### config.mk
export PLATFORM = sky130hd
export DESIGN_NAME = cpu
export DESIGN_NICKNAME = d
export VERILOG_FILES = /design/src/logic/cpu_pkg.sv /design/src/logic/instr_decode.sv /design/src/logic/branch_control.sv /design/src/logic/register_file.sv /design/src/logic/alu.sv /design/src/logic/hazard_unit.sv /design/src/logic/cpu.sv
export VERILOG_INCLUDE_DIRS = /design/src /design/src/logic
export SDC_FILE = /design/constraint.sdc
export NUM_CORES = 1
export LEC_CHECK = 0
export BUFFER_PORTS_ARGS = -buffer_cell sky130_fd_sc_hd__buf_4
export CORE_UTILIZATION = 50
export CTS_BUF_LIST = sky130_fd_sc_hd__clkbuf_8
export CTS_CLUSTER_DIAMETER = 200
export DETAILED_ROUTE_END_ITERATION = 6
export GPL_ROUTABILITY_DRIVEN = 0
export PLACE_DENSITY = 0.68
export SLEW_MARGIN = 10
export SYNTH_ARGS = -nofsm -noshare
export SYNTH_HDL_FRONTEND = slang
export SYNTH_SLANG_ARGS = --single-unit
### constraint.sdc
create_clock -name clk -period 15.1 [get_ports clk]
set_input_delay 0 -clock clk [delete_from_list [all_inputs] [get_ports clk]]
set_output_delay 0 -clock clk [all_outputs]
set_load 0.02 [all_outputs]
### src/logic/cpu_defines.svh
`ifndef CPU_DEFINES_SVH
`define CPU_DEFINES_SVH

// data and instruction width
`define CPU_WORD_W 16

// architectural register count, register 0 reads zero
`define CPU_REG_CNT 16

// pc advance per instruction in bytes
`define CPU_PC_STEP 2

// add r0, r0, r0 doubles as the pipeline bubble
`define CPU_NOP 16'h0000

`endif

### src/logic/cpu_pkg.sv
`default_nettype none

package cpu_pkg;

    `include "cpu_defines.svh"

    // one machine word, used for data, instructions and addresses
    typedef logic [`CPU_WORD_W-1:0] word_t;

    // register number
    typedef logic [$clog2(`CPU_REG_CNT)-1:0] reg_addr_t;

    // top nibble of the instruction
    // 0011 and 0111 are unassigned and run as no-ops
    typedef enum logic [3:0] {
        OP_ADD = 4'b0000,
        OP_SUB = 4'b0001,
        OP_XOR = 4'b0010,
        OP_SLL = 4'b0100,
        OP_SRA = 4'b0101,
        OP_ROR = 4'b0110,
        OP_LW  = 4'b1000,
        OP_SW  = 4'b1001,
        OP_LLB = 4'b1010,
        OP_LHB = 4'b1011,
        OP_B   = 4'b1100,
        OP_HLT = 4'b1111
    } opcode_e;

    // branch condition in bits 11:9 of a branch
    typedef enum logic [2:0] {
        COND_NE     = 3'b000,
        COND_EQ     = 3'b001,
        COND_GT     = 3'b010,
        COND_LT     = 3'b011,
        COND_GE     = 3'b100,
        COND_LE     = 3'b101,
        COND_OV     = 3'b110,
        COND_ALWAYS = 3'b111
    } cond_e;

    // zero, signed overflow, negative
    typedef struct packed {
        logic z;
        logic v;
        logic n;
    } flags_t;

endpackage

`default_nettype wire

### src/logic/instr_decode.sv
`timescale 1ns/1ps
`default_nettype none

`include "cpu_defines.svh"

module instr_decode import cpu_pkg::*; (
    input  word_t     instr,
    output opcode_e   opcode,
    output reg_addr_t rd,
    output reg_addr_t rs,
    output reg_addr_t rt,
    output word_t     imm,
    output logic      reg_write,
    output logic      mem_read,
    output logic      mem_write,
    output logic      use_imm,
    output logic      byte_load,
    output logic      is_branch,
    output logic      is_halt
);

    logic bubble;
    logic alu_op;
    logic shift_op;
    logic mem_op;

    assign opcode = opcode_e'(instr[15:12]);

    // the nop word is an add to r0, treated as a bubble
    assign bubble = (instr == `CPU_NOP);

    assign alu_op   = opcode inside {OP_ADD, OP_SUB, OP_XOR, OP_SLL, OP_SRA, OP_ROR};
    assign shift_op = opcode inside {OP_SLL, OP_SRA, OP_ROR};
    assign mem_op   = opcode inside {OP_LW, OP_SW};

    assign byte_load = opcode inside {OP_LLB, OP_LHB};
    assign mem_read  = (opcode == OP_LW);
    assign mem_write = (opcode == OP_SW);
    assign is_branch = (opcode == OP_B);
    assign is_halt   = (opcode == OP_HLT);

    // shifts take a 4-bit amount, memory ops an offset, byte loads a byte
    assign use_imm = shift_op | mem_op | byte_load;

    // unassigned opcodes, branches and halts write nothing
    assign reg_write = (alu_op & ~bubble) | mem_read | byte_load;

    assign rd = instr[11:8];
    // byte loads read their own destination to keep the other byte
    assign rs = byte_load ? instr[11:8] : instr[7:4];
    // store data register sits where a load's destination would be
    assign rt = mem_write ? instr[11:8] : instr[3:0];

    always_comb begin
        if (mem_op) begin
            // halfword offset, sign extended
            imm = {{(`CPU_WORD_W-5){instr[3]}}, instr[3:0], 1'b0};
        end else if (byte_load) begin
            imm = {{(`CPU_WORD_W-8){1'b0}}, instr[7:0]};
        end else begin
            imm = {{(`CPU_WORD_W-4){1'b0}}, instr[3:0]};
        end
    end

endmodule

`default_nettype wire

### src/logic/branch_control.sv
`timescale 1ns/1ps
`default_nettype none

`include "cpu_defines.svh"

module branch_control import cpu_pkg::*; (
    input  word_t  instr,
    input  word_t  pc_plus,
    input  flags_t flags,
    input  logic   is_branch,
    output logic   branch_taken,
    output word_t  branch_target
);

    cond_e cond;
    word_t offset;
    logic  cond_met;

    assign cond = cond_e'(instr[11:9]);

    // 9-bit signed instruction offset, relative to the next pc
    assign offset        = {{(`CPU_WORD_W-10){instr[8]}}, instr[8:0], 1'b0};
    assign branch_target = pc_plus + offset;

    always_comb begin
        case (cond)
            COND_NE:     cond_met = ~flags.z;
            COND_EQ:     cond_met = flags.z;
            COND_GT:     cond_met = ~flags.z & ~flags.n;
            COND_LT:     cond_met = flags.n;
            COND_GE:     cond_met = flags.z | ~flags.n;
            COND_LE:     cond_met = flags.z | flags.n;
            COND_OV:     cond_met = flags.v;
            default:     cond_met = 1'b1;
        endcase
    end

    assign branch_taken = is_branch & cond_met;

endmodule

`default_nettype wire

### src/logic/register_file.sv
`timescale 1ns/1ps
`default_nettype none

`include "cpu_defines.svh"

module register_file import cpu_pkg::*; (
    input  logic      clk,
    input  logic      reset,
    input  reg_addr_t rs,
    input  reg_addr_t rt,
    input  reg_addr_t rd,
    input  word_t     rd_data,
    input  logic      reg_write,
    input  flags_t    flags_in,
    input  flags_t    flags_en,
    output word_t     rs_data,
    output word_t     rt_data,
    output flags_t    flags
);

    word_t  regs [`CPU_REG_CNT];
    flags_t flags_q;
    logic   wr_live;

    // r0 is cleared by reset and never written after
    assign wr_live = reg_write && (rd != '0);

    always_ff @(posedge clk) begin
        if (reset) begin
            for (int i = 0; i < `CPU_REG_CNT; i++) begin
                regs[i] <= '0;
            end
        end else if (wr_live) begin
            regs[rd] <= rd_data;
        end
    end

    // each flag only moves when its own enable is set
    always_ff @(posedge clk) begin
        if (reset) begin
            flags_q <= '0;
        end else begin
            if (flags_en.z) begin
                flags_q.z <= flags_in.z;
            end
            if (flags_en.v) begin
                flags_q.v <= flags_in.v;
            end
            if (flags_en.n) begin
                flags_q.n <= flags_in.n;
            end
        end
    end

    // write-back in the same cycle is visible to decode
    assign rs_data = (wr_live && rd == rs) ? rd_data : regs[rs];
    assign rt_data = (wr_live && rd == rt) ? rd_data : regs[rt];
    assign flags   = flags_q;

    assert property (@(posedge clk) disable iff (reset) (rs == '0) |-> (rs_data == '0))
        else $error("register 0 read back nonzero");

endmodule

`default_nettype wire

### src/logic/alu.sv
`timescale 1ns/1ps
`default_nettype none

`include "cpu_defines.svh"

module alu import cpu_pkg::*; (
    input  word_t   a,
    input  word_t   b,
    input  opcode_e op,
    output word_t   result,
    output flags_t  flags_out,
    output flags_t  flags_en
);

    word_t                    sum;
    word_t                    diff;
    logic [3:0]               shamt;
    logic [2*`CPU_WORD_W-1:0] rot;
    logic                     sum_ovf;
    logic                     diff_ovf;

    assign shamt = b[3:0];
    assign sum   = a + b;
    assign diff  = a - b;
    // rotate right as a shift of the doubled word
    assign rot   = {a, a} >> shamt;

    // signed overflow: operand signs vs result sign
    assign sum_ovf  = (a[`CPU_WORD_W-1] == b[`CPU_WORD_W-1]) &&
                      (sum[`CPU_WORD_W-1] != a[`CPU_WORD_W-1]);
    assign diff_ovf = (a[`CPU_WORD_W-1] != b[`CPU_WORD_W-1]) &&
                      (diff[`CPU_WORD_W-1] != a[`CPU_WORD_W-1]);

    always_comb begin
        result      = '0;
        flags_en    = '0;
        flags_out.v = 1'b0;
        case (op)
            OP_ADD: begin
                result      = sum;
                flags_out.v = sum_ovf;
                flags_en    = 3'b111;
            end
            OP_SUB: begin
                result      = diff;
                flags_out.v = diff_ovf;
                flags_en    = 3'b111;
            end
            OP_XOR: begin
                result     = a ^ b;
                flags_en.z = 1'b1;
            end
            OP_SLL: begin
                result     = a << shamt;
                flags_en.z = 1'b1;
            end
            OP_SRA: begin
                result     = word_t'($signed(a) >>> shamt);
                flags_en.z = 1'b1;
            end
            OP_ROR: begin
                result     = rot[`CPU_WORD_W-1:0];
                flags_en.z = 1'b1;
            end
            // base plus offset
            OP_LW, OP_SW: result = sum;
            // merged byte arrives on b
            OP_LLB, OP_LHB: result = b;
            default: result = '0;
        endcase
        flags_out.z = (result == '0);
        flags_out.n = result[`CPU_WORD_W-1];
    end

endmodule

`default_nettype wire

### src/logic/hazard_unit.sv
`timescale 1ns/1ps
`default_nettype none

module hazard_unit import cpu_pkg::*; (
    input  reg_addr_t id_rs,
    input  reg_addr_t id_rt,
    input  logic      id_is_branch,
    input  reg_addr_t ex_rs,
    input  reg_addr_t ex_rt,
    input  reg_addr_t ex_rd,
    input  reg_addr_t mem_rd,
    input  reg_addr_t wb_rd,
    input  logic      ex_reg_write,
    input  logic      ex_mem_read,
    input  logic      ex_sets_flags,
    input  logic      mem_reg_write,
    input  logic      mem_mem_write,
    input  reg_addr_t mem_rt,
    input  logic      wb_reg_write,
    output logic      fwd_ex_rs,
    output logic      fwd_ex_rt,
    output logic      fwd_mem_rs,
    output logic      fwd_mem_rt,
    output logic      fwd_store,
    output logic      stall
);

    logic mem_src;
    logic wb_src;
    logic load_use;
    logic flag_wait;

    // r0 results never forward
    assign mem_src = mem_reg_write && (mem_rd != '0);
    assign wb_src  = wb_reg_write && (wb_rd != '0);

    // the younger result in MEM wins over WB
    assign fwd_ex_rs  = mem_src && (mem_rd == ex_rs);
    assign fwd_ex_rt  = mem_src && (mem_rd == ex_rt);
    assign fwd_mem_rs = wb_src && (wb_rd == ex_rs) && !fwd_ex_rs;
    assign fwd_mem_rt = wb_src && (wb_rd == ex_rt) && !fwd_ex_rt;

    // store data in MEM taken from the instruction in WB
    assign fwd_store = mem_mem_write && wb_src && (wb_rd == mem_rt);

    // load data is not ready until it leaves MEM
    assign load_use = ex_mem_read && ex_reg_write && (ex_rd != '0) &&
                      ((ex_rd == id_rs) || (ex_rd == id_rt));

    // branch waits one cycle for flags being produced in EX
    assign flag_wait = id_is_branch && ex_sets_flags;

    assign stall = load_use | flag_wait;

    always_comb begin
        assert final (!(fwd_ex_rs && fwd_mem_rs))
            else $error("rs forwarded from MEM and WB at once");
    end

endmodule

`default_nettype wire

### src/logic/cpu.sv
`timescale 1ns/1ps
`default_nettype none

`include "cpu_defines.svh"

module cpu import cpu_pkg::*; (
    input  logic  clk,
    input  logic  reset,
    input  word_t imem_rdata,
    input  word_t dmem_rdata,
    output word_t imem_addr,
    output word_t dmem_addr,
    output word_t dmem_wdata,
    output logic  dmem_we,
    output logic  hlt,
    output word_t pc
);

    // fetch
    word_t     pc_q;
    word_t     if_pc_plus;
    logic      if_halt;

    // decode
    word_t     id_instr;
    word_t     id_pc_plus;
    opcode_e   id_opcode;
    reg_addr_t id_rd, id_rs, id_rt;
    word_t     id_imm, id_rs_data, id_rt_data;
    logic      id_reg_write, id_mem_read, id_mem_write;
    logic      id_use_imm, id_byte_load, id_is_branch, id_is_halt;
    logic      branch_taken;
    word_t     branch_target;
    flags_t    flags;

    // execute
    opcode_e   ex_opcode;
    reg_addr_t ex_rd, ex_rs, ex_rt;
    word_t     ex_imm, ex_rs_data, ex_rt_data;
    logic      ex_reg_write, ex_mem_read, ex_mem_write;
    logic      ex_use_imm, ex_byte_load, ex_sets_flags, ex_halt;
    word_t     ex_a, ex_rt_fwd, ex_merge, ex_b, ex_result;
    flags_t    alu_flags, alu_flags_en, ex_flags_en;

    // memory
    word_t     mem_result, mem_store_data;
    reg_addr_t mem_rd, mem_rt;
    logic      mem_reg_write, mem_mem_read, mem_mem_write, mem_halt;

    // write-back
    word_t     wb_result, wb_load_data, wb_data;
    reg_addr_t wb_rd;
    logic      wb_reg_write, wb_mem_read, wb_halt;

    logic      hlt_q;
    logic      stall;
    logic      fwd_ex_rs, fwd_ex_rt, fwd_mem_rs, fwd_mem_rt, fwd_store;

    assign if_pc_plus = pc_q + word_t'(`CPU_PC_STEP);
    // halt parks fetch on its own address
    assign if_halt    = (imem_rdata[15:12] == OP_HLT);

    always_ff @(posedge clk) begin
        if (reset) begin
            pc_q <= '0;
        end else if (branch_taken) begin
            pc_q <= branch_target;
        end else if (!stall && !if_halt) begin
            pc_q <= if_pc_plus;
        end
    end

    // IF/ID, a taken branch drops the one instruction fetched behind it
    always_ff @(posedge clk) begin
        if (reset || branch_taken) begin
            id_instr <= `CPU_NOP;
        end else if (!stall) begin
            id_instr <= imem_rdata;
        end
    end

    always_ff @(posedge clk) begin
        if (!stall) begin
            id_pc_plus <= if_pc_plus;
        end
    end

    instr_decode i_decode (
        .instr     (id_instr),
        .opcode    (id_opcode),
        .rd        (id_rd),
        .rs        (id_rs),
        .rt        (id_rt),
        .imm       (id_imm),
        .reg_write (id_reg_write),
        .mem_read  (id_mem_read),
        .mem_write (id_mem_write),
        .use_imm   (id_use_imm),
        .byte_load (id_byte_load),
        .is_branch (id_is_branch),
        .is_halt   (id_is_halt)
    );

    // no redirect while stalled, flags may still be in flight
    branch_control i_branch (
        .instr         (id_instr),
        .pc_plus       (id_pc_plus),
        .flags         (flags),
        .is_branch     (id_is_branch && !stall),
        .branch_taken  (branch_taken),
        .branch_target (branch_target)
    );

    register_file i_regs (
        .clk       (clk),
        .reset     (reset),
        .rs        (id_rs),
        .rt        (id_rt),
        .rd        (wb_rd),
        .rd_data   (wb_data),
        .reg_write (wb_reg_write),
        .flags_in  (alu_flags),
        .flags_en  (ex_flags_en),
        .rs_data   (id_rs_data),
        .rt_data   (id_rt_data),
        .flags     (flags)
    );

    // ID/EX, stall slips a bubble in behind the held instruction
    always_ff @(posedge clk) begin
        if (reset || stall) begin
            ex_reg_write  <= 1'b0;
            ex_mem_read   <= 1'b0;
            ex_mem_write  <= 1'b0;
            ex_sets_flags <= 1'b0;
            ex_halt       <= 1'b0;
        end else begin
            ex_reg_write  <= id_reg_write;
            ex_mem_read   <= id_mem_read;
            ex_mem_write  <= id_mem_write;
            // only ALU ops write flags, nop and no-op opcodes have reg_write low
            ex_sets_flags <= id_reg_write && !id_opcode[3];
            ex_halt       <= id_is_halt;
        end
    end

    always_ff @(posedge clk) begin
        ex_opcode    <= id_opcode;
        ex_rd        <= id_rd;
        ex_rs        <= id_rs;
        ex_rt        <= id_rt;
        ex_imm       <= id_imm;
        ex_rs_data   <= id_rs_data;
        ex_rt_data   <= id_rt_data;
        ex_use_imm   <= id_use_imm;
        ex_byte_load <= id_byte_load;
    end

    // operands, forwarded values first
    assign ex_a      = fwd_ex_rs ? mem_result : (fwd_mem_rs ? wb_data : ex_rs_data);
    assign ex_rt_fwd = fwd_ex_rt ? mem_result : (fwd_mem_rt ? wb_data : ex_rt_data);

    // llb replaces the low byte, lhb the high byte
    assign ex_merge = (ex_opcode == OP_LHB) ? {ex_imm[7:0], ex_a[7:0]}
                                            : {ex_a[15:8], ex_imm[7:0]};
    assign ex_b     = ex_byte_load ? ex_merge : (ex_use_imm ? ex_imm : ex_rt_fwd);

    alu i_alu (
        .a         (ex_a),
        .b         (ex_b),
        .op        (ex_opcode),
        .result    (ex_result),
        .flags_out (alu_flags),
        .flags_en  (alu_flags_en)
    );

    assign ex_flags_en = ex_sets_flags ? alu_flags_en : flags_t'('0);

    // EX/MEM
    always_ff @(posedge clk) begin
        if (reset) begin
            mem_reg_write <= 1'b0;
            mem_mem_read  <= 1'b0;
            mem_mem_write <= 1'b0;
            mem_halt      <= 1'b0;
        end else begin
            mem_reg_write <= ex_reg_write;
            mem_mem_read  <= ex_mem_read;
            mem_mem_write <= ex_mem_write;
            mem_halt      <= ex_halt;
        end
    end

    always_ff @(posedge clk) begin
        mem_result     <= ex_result;
        mem_store_data <= ex_rt_fwd;
        mem_rd         <= ex_rd;
        mem_rt         <= ex_rt;
    end

    assign dmem_addr  = mem_result;
    assign dmem_wdata = fwd_store ? wb_data : mem_store_data;
    assign dmem_we    = mem_mem_write;

    // MEM/WB
    always_ff @(posedge clk) begin
        if (reset) begin
            wb_reg_write <= 1'b0;
            wb_mem_read  <= 1'b0;
            wb_halt      <= 1'b0;
        end else begin
            wb_reg_write <= mem_reg_write;
            wb_mem_read  <= mem_mem_read;
            wb_halt      <= mem_halt;
        end
    end

    always_ff @(posedge clk) begin
        wb_result    <= mem_result;
        wb_load_data <= dmem_rdata;
        wb_rd        <= mem_rd;
    end

    assign wb_data = wb_mem_read ? wb_load_data : wb_result;

    // sticky until reset
    always_ff @(posedge clk) begin
        if (reset) begin
            hlt_q <= 1'b0;
        end else if (wb_halt) begin
            hlt_q <= 1'b1;
        end
    end

    hazard_unit i_hazard (
        .id_rs         (id_rs),
        .id_rt         (id_rt),
        .id_is_branch  (id_is_branch),
        .ex_rs         (ex_rs),
        .ex_rt         (ex_rt),
        .ex_rd         (ex_rd),
        .mem_rd        (mem_rd),
        .wb_rd         (wb_rd),
        .ex_reg_write  (ex_reg_write),
        .ex_mem_read   (ex_mem_read),
        .ex_sets_flags (ex_sets_flags),
        .mem_reg_write (mem_reg_write),
        .mem_mem_write (mem_mem_write),
        .mem_rt        (mem_rt),
        .wb_reg_write  (wb_reg_write),
        .fwd_ex_rs     (fwd_ex_rs),
        .fwd_ex_rt     (fwd_ex_rt),
        .fwd_mem_rs    (fwd_mem_rs),
        .fwd_mem_rt    (fwd_mem_rt),
        .fwd_store     (fwd_store),
        .stall         (stall)
    );

    assign imem_addr = pc_q;
    assign pc        = pc_q;
    assign hlt       = hlt_q;

    // a write in MEM must be a store that left EX the cycle before
    assert property (@(posedge clk) disable iff (reset) dmem_we |-> $past(ex_opcode == OP_SW))
        else $error("data write from a bubble in MEM");

endmodule

`default_nettype wire

# Word level (Yosys, flattened, before mapping)
# Memories as Yosys holds them, arrays and structs flattened.
# Cells that the tools add are included.
# W data, S select, Z words.
totals:
  memories: 1
  ramBits: 256
  out_inout_bits: 66
  input_bits: 34
  register_bits: 206
mem_list:
  columns: ["name", "words", "width", "read_ports", "rd_clocked_by_memory_dff", "write_ports", "line", "source"]
  rows:
  - ["i_regs.regs", 16, 16, 2, 0, 16, "register_file.sv:21", "word_t regs [`CPU_REG_CNT];"]
op_classes:
  n_bitwise: 14
  muxes: 31
  n_eq_ne: 40
  n_reduce_logical: 47
  shift: 3
  addsub: 4
op_table:
  columns: ["cell", "n"]
  rows:
  - ["$mux W16", 15]
  - ["$pmux W16 S7", 1]
  - ["$eq A4 B4 Y1 const B", 11]
  - ["$eq A4 B4 Y1", 9]
  - ["$add A16 B16 Y16", 2]
  - ["$logic_not A16 Y1", 2]
  - ["$shr A32 B4 Y16", 1]
  - ["$eq A4 B3 Y1 const B", 6]
  - ["$logic_and A1 B1 Y1", 21]
  - ["$add A16 B2 Y16 const B", 1]
  - ["$reduce_or A16 Y1", 1]
  - ["$shl A16 B4 Y16", 1]
  - ["$sshr A16 B4 Y16", 1]
  - ["$sub A16 B16 Y16", 1]
  - ["$xor A16 B16 Y16", 1]
  - ["$mux W4", 3]
  - ["$reduce_bool A4 Y1", 3]
  - ["$eq A3 B3 Y1 const B", 3]
  - ["$eq A4 B1 Y1 const B", 2]
  - ["$eq A4 B2 Y1 const B", 2]
  - ["$logic_not A4 Y1", 2]
  - ["$mux W8", 1]
  - ["$mux W1", 7]
  - ["$or A1 B1 Y1", 7]
  - ["19 further kinds", 35]

# Logic depth before layout (Yosys ltp)
depth:
  depth_word: 13
  ltp_mapped: 30
  ltp_nobuf: 24

# Cells and area by module
# Synthesis repeated with hierarchy kept, for this count alone.
unflattened:
  cells_unflattened: 2305
  hier_area_um2: 27114.8
modules_own_cells:
  columns: ["module", "seq_area_each_um2", "n_inst", "area_each_um2", "cells_per_inst"]
  rows:
  - ["register_file", 7747.4, 1, 14229.9, 894]
  - ["cpu", 4224.1, 1, 7104.3, 637]
  - ["alu", 0.0, 1, 4245.3, 577]
  - ["branch_control", 0.0, 1, 720.7, 97]
  - ["instr_decode", 0.0, 1, 445.4, 54]
  - ["hazard_unit", 0.0, 1, 369.1, 46]

# Least setup slack after synthesis
# Ideal clock, no wire load.
synth_path:
  path_type: "register to register"
  start: "register mem_rd[0]"
  end: "register i_regs.flags_q, in the netlist i_regs.flags[2]"
  required_time_ns: 15.016
  path_stages_with_launch: 29
  period_less_slack_ns: 5.876
  path_slack_ns: 9.224
  t_arrival_ns: 5.791
  setup_time_ns: 0.084
  path_cell_list: "dfxtp_1 o41a_1 and2_1 buf_6 o31a_1 buf_6 a21boi_4 nor2_4 buf_6 inv_4 buf_6 buf_4 ha_1 inv_1 fa_1 a21o_1 a21oi_1 o21ai_0 a21boi_0 nor4_1 a2111oi_0 nor2_1 a311oi_1 o32ai_1 or4_1 nand3b_1 nor4_2 nand4_1 o31ai_2"
synth_via:
  elab_chain_len: 12
  elab_cells_between_ends: 25
synth_rtl:
  columns: ["element", "line", "source"]
  rows:
  - ["from (decl)", "cpu.sv:47", "reg_addr_t mem_rd, mem_rt;"]
  - ["from (signal assigned)", "cpu.sv:197", "mem_rd <= ex_rd;"]
  - ["$reduce_bool A4 Y1", "hazard_unit.sv:34", "assign mem_src = mem_reg_write && (mem_rd != '0);"]
  - ["$logic_and A1 B1 Y1", "hazard_unit.sv:34", null]
  - ["$logic_and A1 B1 Y1 (on tied branches)", "hazard_unit.sv:39, hazard_unit.sv:38", null]
  - ["$logic_not A1 Y1 (on tied branches)", "hazard_unit.sv:41, hazard_unit.sv:40", null]
  - ["$logic_and A1 B1 Y1 (on tied branches)", "hazard_unit.sv:41, hazard_unit.sv:40", null]
  - ["$mux W16 (on tied branches) (2 in series)", "cpu.sv:161, cpu.sv:160", null]
  - ["$mux W16 (on tied branches)", "cpu.sv:166, cpu.sv:164", null]
  - ["$mux W16", "cpu.sv:166", "assign ex_b = ex_byte_load ? ex_merge : (ex_use_imm ? ex_imm : ex_rt_fwd);"]
  - ["$add A16 B16 Y16, or another cell as far along", "alu.sv:23", "assign sum = a + b;"]
  - ["$pmux W16 S7 *", "alu.sv:38", "case (op)"]
  - ["net ex_result[10]", "cpu.sv:42", "word_t ex_a, ex_rt_fwd, ex_merge, ex_b, ex_result;"]
  - ["$logic_not A16 Y1 *", "alu.sv:71", "flags_out.z = (result == '0);"]
  - ["to (decl)", "register_file.sv:22", "flags_t flags_q;"]
# Mark *: on every way through the listed nets, which the timed path passes. The rest lies on a longest branch.
# A chain may end at the register's enable or synchronous reset.

# Worst setup path in the final report
layout_path:
  start: "register wb_rd[0]"
  end: "register i_regs.flags_q, in the netlist i_regs.flags[2]"
layout_via:
  elab_chain_len: 11
  elab_cells_between_ends: 23
layout_rtl:
  columns: ["element", "line", "source"]
  rows:
  - ["from (decl)", "cpu.sv:52", "reg_addr_t wb_rd;"]
  - ["from (signal assigned)", "cpu.sv:221", "wb_rd <= mem_rd;"]
  - ["$reduce_bool A4 Y1", "hazard_unit.sv:35", "assign wb_src = wb_reg_write && (wb_rd != '0);"]
  - ["$logic_and A1 B1 Y1", "hazard_unit.sv:35", null]
  - ["$logic_and A1 B1 Y1 (on tied branches) (2 in series)", "hazard_unit.sv:41, hazard_unit.sv:40", null]
  - ["$mux W16 (on tied branches) (2 in series)", "cpu.sv:161, cpu.sv:160", null]
  - ["$mux W16 (on tied branches)", "cpu.sv:166, cpu.sv:164", null]
  - ["$mux W16", "cpu.sv:166", null]
  - ["$add A16 B16 Y16, or another cell as far along", "alu.sv:23", null]
  - ["$pmux W16 S7 *", "alu.sv:38", null]
  - ["net ex_result[10]", "cpu.sv:42", null]
  - ["$logic_not A16 Y1 *", "alu.sv:71", null]
# Marks and branches as above.

==> qor.csv <==
stage,metric,value,unit
cts,Clock Path Buffers,3,
logic_synthesis,synthesized cell area,25900,sq um
logic_synthesis,Yosys cell types,92,
logic_synthesis,mux cell area share after synthesis,2.47,%
timing,final max-slew violation count,0,
timing,Final period util,49.4,%
global_routing,GR Overflow Total,0,
layout,most frequent cells in the layout,"nand2_1 (682), nor2_1 (384), nand3_1 (290), edfxtp_1 (272), dfxtp_1 (183)",
worst_hold_path,hold path cells,4,
placed_design,DPL Wire Length,60.9,mm
flow_run,Max-cap violations,0,
global_routing,largest net degree at the start of global routing,85,
setup_path,Setup crit end kind,flip-flop,
placed_design,dpl cells,3712,
setup_path,CP startpoint kind,flip-flop,
cts,Worst-Skew Late Latency,680,ps
cts,CTS tree,yes,
setup_path,Crit-path slowest cell,a2111oi_0,
power_and_ir_drop,pwr/cell area,136,nW/um^2
timing,worst clock skew,32.1,ps
timing,Final WS setup,7650,ps
logic_synthesis,synthesized area per cell,8.25,sq um
layout,layout cell share with drive strength beyond 1,10.4,%
cts,post_cts resized,0,
routing,routed vias/inst,6.45,
routing,Post-DRT Antenna Nets,0,
global_routing,vias in the first global route,23400,
setup_path,Worst path max stage delay,830,ps
layout,"most common cell after layout, fill and taps aside",nand2_1,
logic_synthesis,Yosys reg bits,455,
run_status,violated checks,DRC,
setup_path,worst reg2reg endpoint,i_regs.flags[2],
routing,Residual DRC,51,
setup_path,critical path type,reg -> reg,
worst_hold_path,Hold Path End,id_instr[2],
setup_path,CP bufs+invs,1,
layout,register area,11800,sq um
global_routing,first-pass GRT wire length,143,mm
routing,Initial DRC Count,4162,
setup_path,Critical Path RT,15690,ps
placed_design,cell area after placement,27000,sq um
logic_synthesis,post-synthesis instance total,3134,
setup_path,CP Data Arrival Time,8050,ps
floorplan,core area,50600,sq um
logic_synthesis,Synth Area in XOR/XNOR,2.61,%
power_and_ir_drop,Flop pwr share,39.3,%
layout,layout net count,3252,
layout,Final Non-Filler Cells,3903,
floorplan,Initial Utilization,51.1,%
routing,routed wire length per instance,24.5,microns
power_and_ir_drop,switching share of power,39.7,%
layout,Multi-input gate area,12900,sq um
power_and_ir_drop,clock power share,27.6,%
power_and_ir_drop,internal power,2.38,mW
worst_hold_path,HP Class,in -> reg,
setup_path,R2R cell count,22,
cts,"Reg clk slew, reported paths",70,ps
logic_synthesis,Post-synth EDFFs,272,
run_status,status,finished with violations,
global_routing,GRT Overall Usage,35.7,%
logic_synthesis,ys async rst share,0,%
logic_synthesis,sequential fraction of the synthesis area,45.8,%
setup_path,reg-to-reg setup timing slack,7650,ps
worst_hold_path,worst hold start,imem_rdata[2],
setup_path,"Max FO, Critical Path",39,
floorplan,Die Y,229,microns
timing,Worst-Margin Slew,1150,ps
timing,Max-slew headroom,22.3,%
timing,unrepaired setup endpoints after global routing,false,
cts,CTS buffer count,78,
timing,final hold vios,0,
floorplan,Rows,82,
timing,Min Hold Slack,132,ps
layout,fin util,57.3,%
floorplan,die area,52600,sq um
placed_design,pre-CTS setup slack,8000,ps
layout,area added between synthesis and finish,12.1,%
cts,htree depth,3,
power_and_ir_drop,Combinational Power Share,33.0,%
power_and_ir_drop,Peak supply drop,95.4,uV
routing,drt first pass iters,7,
cts,# clock sinks,455,
timing,Setup Viol. Count Final,0,
logic_synthesis,Synth Area in Compound Gates,14.6,%
timing,fmax,0.134,GHz
routing,via count,25200,
cts,CTS Root Cell,clkbuf_8,
layout,FILL cells,4501,
timing,setup_tns,0,ps
floorplan,Ports,100,
logic_synthesis,post-synthesis adder-cell area fraction,2.46,%
power_and_ir_drop,Power Total,3.95,mW
timing,Final min period,7450,ps
logic_synthesis,"Primary FF master, synth",edfxtp_1,
logic_synthesis,Yosys warning count,0,
placed_design,Buffers on Ports,99,
setup_path,crit-path leading delay family,compound AO/OA/AOI/OAI gates,
floorplan,chip width,229,microns
logic_synthesis,Synth Area in Simple Gates,26.9,%
logic_synthesis,largest family of logic cells by synthesized area,simple AND/OR/NAND/NOR gates,
routing,final WL,95.5,mm
setup_path,Crit Reg-Reg Startpoint,wb_rd[0],
layout,"Design Area, Final",29000,sq um
power_and_ir_drop,switching pwr,1.57,mW
setup_path,crit-path cells,o41ai_1 > nor3_2 > a21oi_1 > o31ai_2 > o21ai_1 > nand2_1 > inv_2 > fa_1 > a21o_1 > a21oi_1 > o21ai_0 > a21boi_0 > nor4_1 > a2111oi_0 > nor2_1 > a311oi_1 > o32ai_1 > or4_1 > nand3b_1 > nor4_2 > nand4_1 > o31ai_2,
global_routing,initial antenna violation count,1,
power_and_ir_drop,Lkg Pwr,11.5,nW
## cells in the mapped netlist, drive strengths merged, types with 5 or more instances
library cell	number	area share [%]
nor2	387	5.7
nand3	290	5.6
a311oi	67	2.3
a221o	6	0.23
a21o	21	0.61
o31ai	9	0.36
ha	46	2.2
inv	49	0.72
a22oi	15	0.44
or2	5	0.12
buf	66	1.5
nand2	682	9.9
or4	5	0.16
mux2i	45	1.7
and3	48	1.2
or3	9	0.22
o21bai	14	0.41
clkbuf	200	2.9
xor2	29	0.98
and2	10	0.25
mux2	16	0.73
nand2b	29	0.70
dfxtp	183	14
edfxtp	272	32
o311ai	7	0.24
nand4	10	0.24
o22ai	8	0.19
nor3	82	1.6
nor4	11	0.37
a31oi	45	1.1
nor2b	21	0.51
a22o	5	0.17
a211oi	25	0.73
a21oi	143	2.8
a2111oi	5	0.17
xnor2	48	1.6
o21ai	136	2.6
o211ai	18	0.52
## final cells by class
type / count / area share, %
Clock buffer: 94 / 4.47
Antenna cell: 1 / 0.00864
Clock inverter: 47 / 0.773
Timing Repair Buffer: 206 / 5.76
Inverter: 52 / 0.700
Sequential cell: 455 / 40.8
Tap cell: 672 / 2.90
Multi-Input combinational cell: 2376 / 44.5
## layer usage
layer | GRT usage [%] | routed length [microns]
met1 | 48.3 | 36700
met2 | 51.5 | 39800
met3 | 11.6 | 14000
met4 | 16.6 | 5000
met5 | 0 | 25
## cells by family after synthesis
logic type	after synthesis
simple gates	1601
other cells	1
flops	455
xor+xnor	77
mux	61
compound gates	572
buf+inv	318
fa+ha+maj	49
## worst reg2reg max path, cell delays in order (launching register included)
cell and delay, ps:
dfxtp_1 670, o41ai_1 220, nor3_2 480, a21oi_1 150, o31ai_2 700, o21ai_1 410
nand2_1 210, inv_2 290, fa_1 560, a21o_1 190, a21oi_1 200, o21ai_0 140
a21boi_0 290, nor4_1 80, a2111oi_0 830, nor2_1 80, a311oi_1 330, o32ai_1 130
or4_1 510, nand3b_1 190, nor4_2 320, nand4_1 180, o31ai_2 210
## worst max-delay path by stage
stage	slack (ps)	endpoint	depth (start not counted)	from
global placement	8310	i_regs.flags[2]	22	wb_rd[1]
finish	7650	i_regs.flags[2]	22	wb_rd[0]
detailed placement	8000	i_regs.flags[2]	22	wb_rd[0]
CTS	7970	i_regs.flags[2]	22	wb_rd[0]
floorplan	9220	i_regs.flags[2]	28	mem_rd[0]
global route	7190	i_regs.flags[2]	22	wb_rd[0]
## registers in the layout, summed over array words and instances, names as in the netlist, 9 cells and up
signal and cells:
id_pc_plus 16, wb_result 16, ex_imm 9, mem_store_data 16
ex_rs_data 16, id_instr 16, dmem_addr 16, i_regs.regs 256
imem_addr 16, wb_load_data 16, ex_rt_data 16
## timing repair
| action | in CTS | in global routing |
|---|---|---|
| hold buffers | 49 | 0 |
| buffers inserted | 0 | 0 |
| hold endpoints to repair | 49 | 0 |
## power groups by stage
stage,Clock [mW],Combinational (mW),Sequential (mW)
final,1.09,1.31,1.56
after global routing,1.16,1.35,1.56
after CTS,1.10,1.23,1.55
after detailed placement,0,1.21,1.57
after global placement,0,1.20,1.57
after floorplan,0,0.754,1.53
Power figures use the tool's default switching activity.
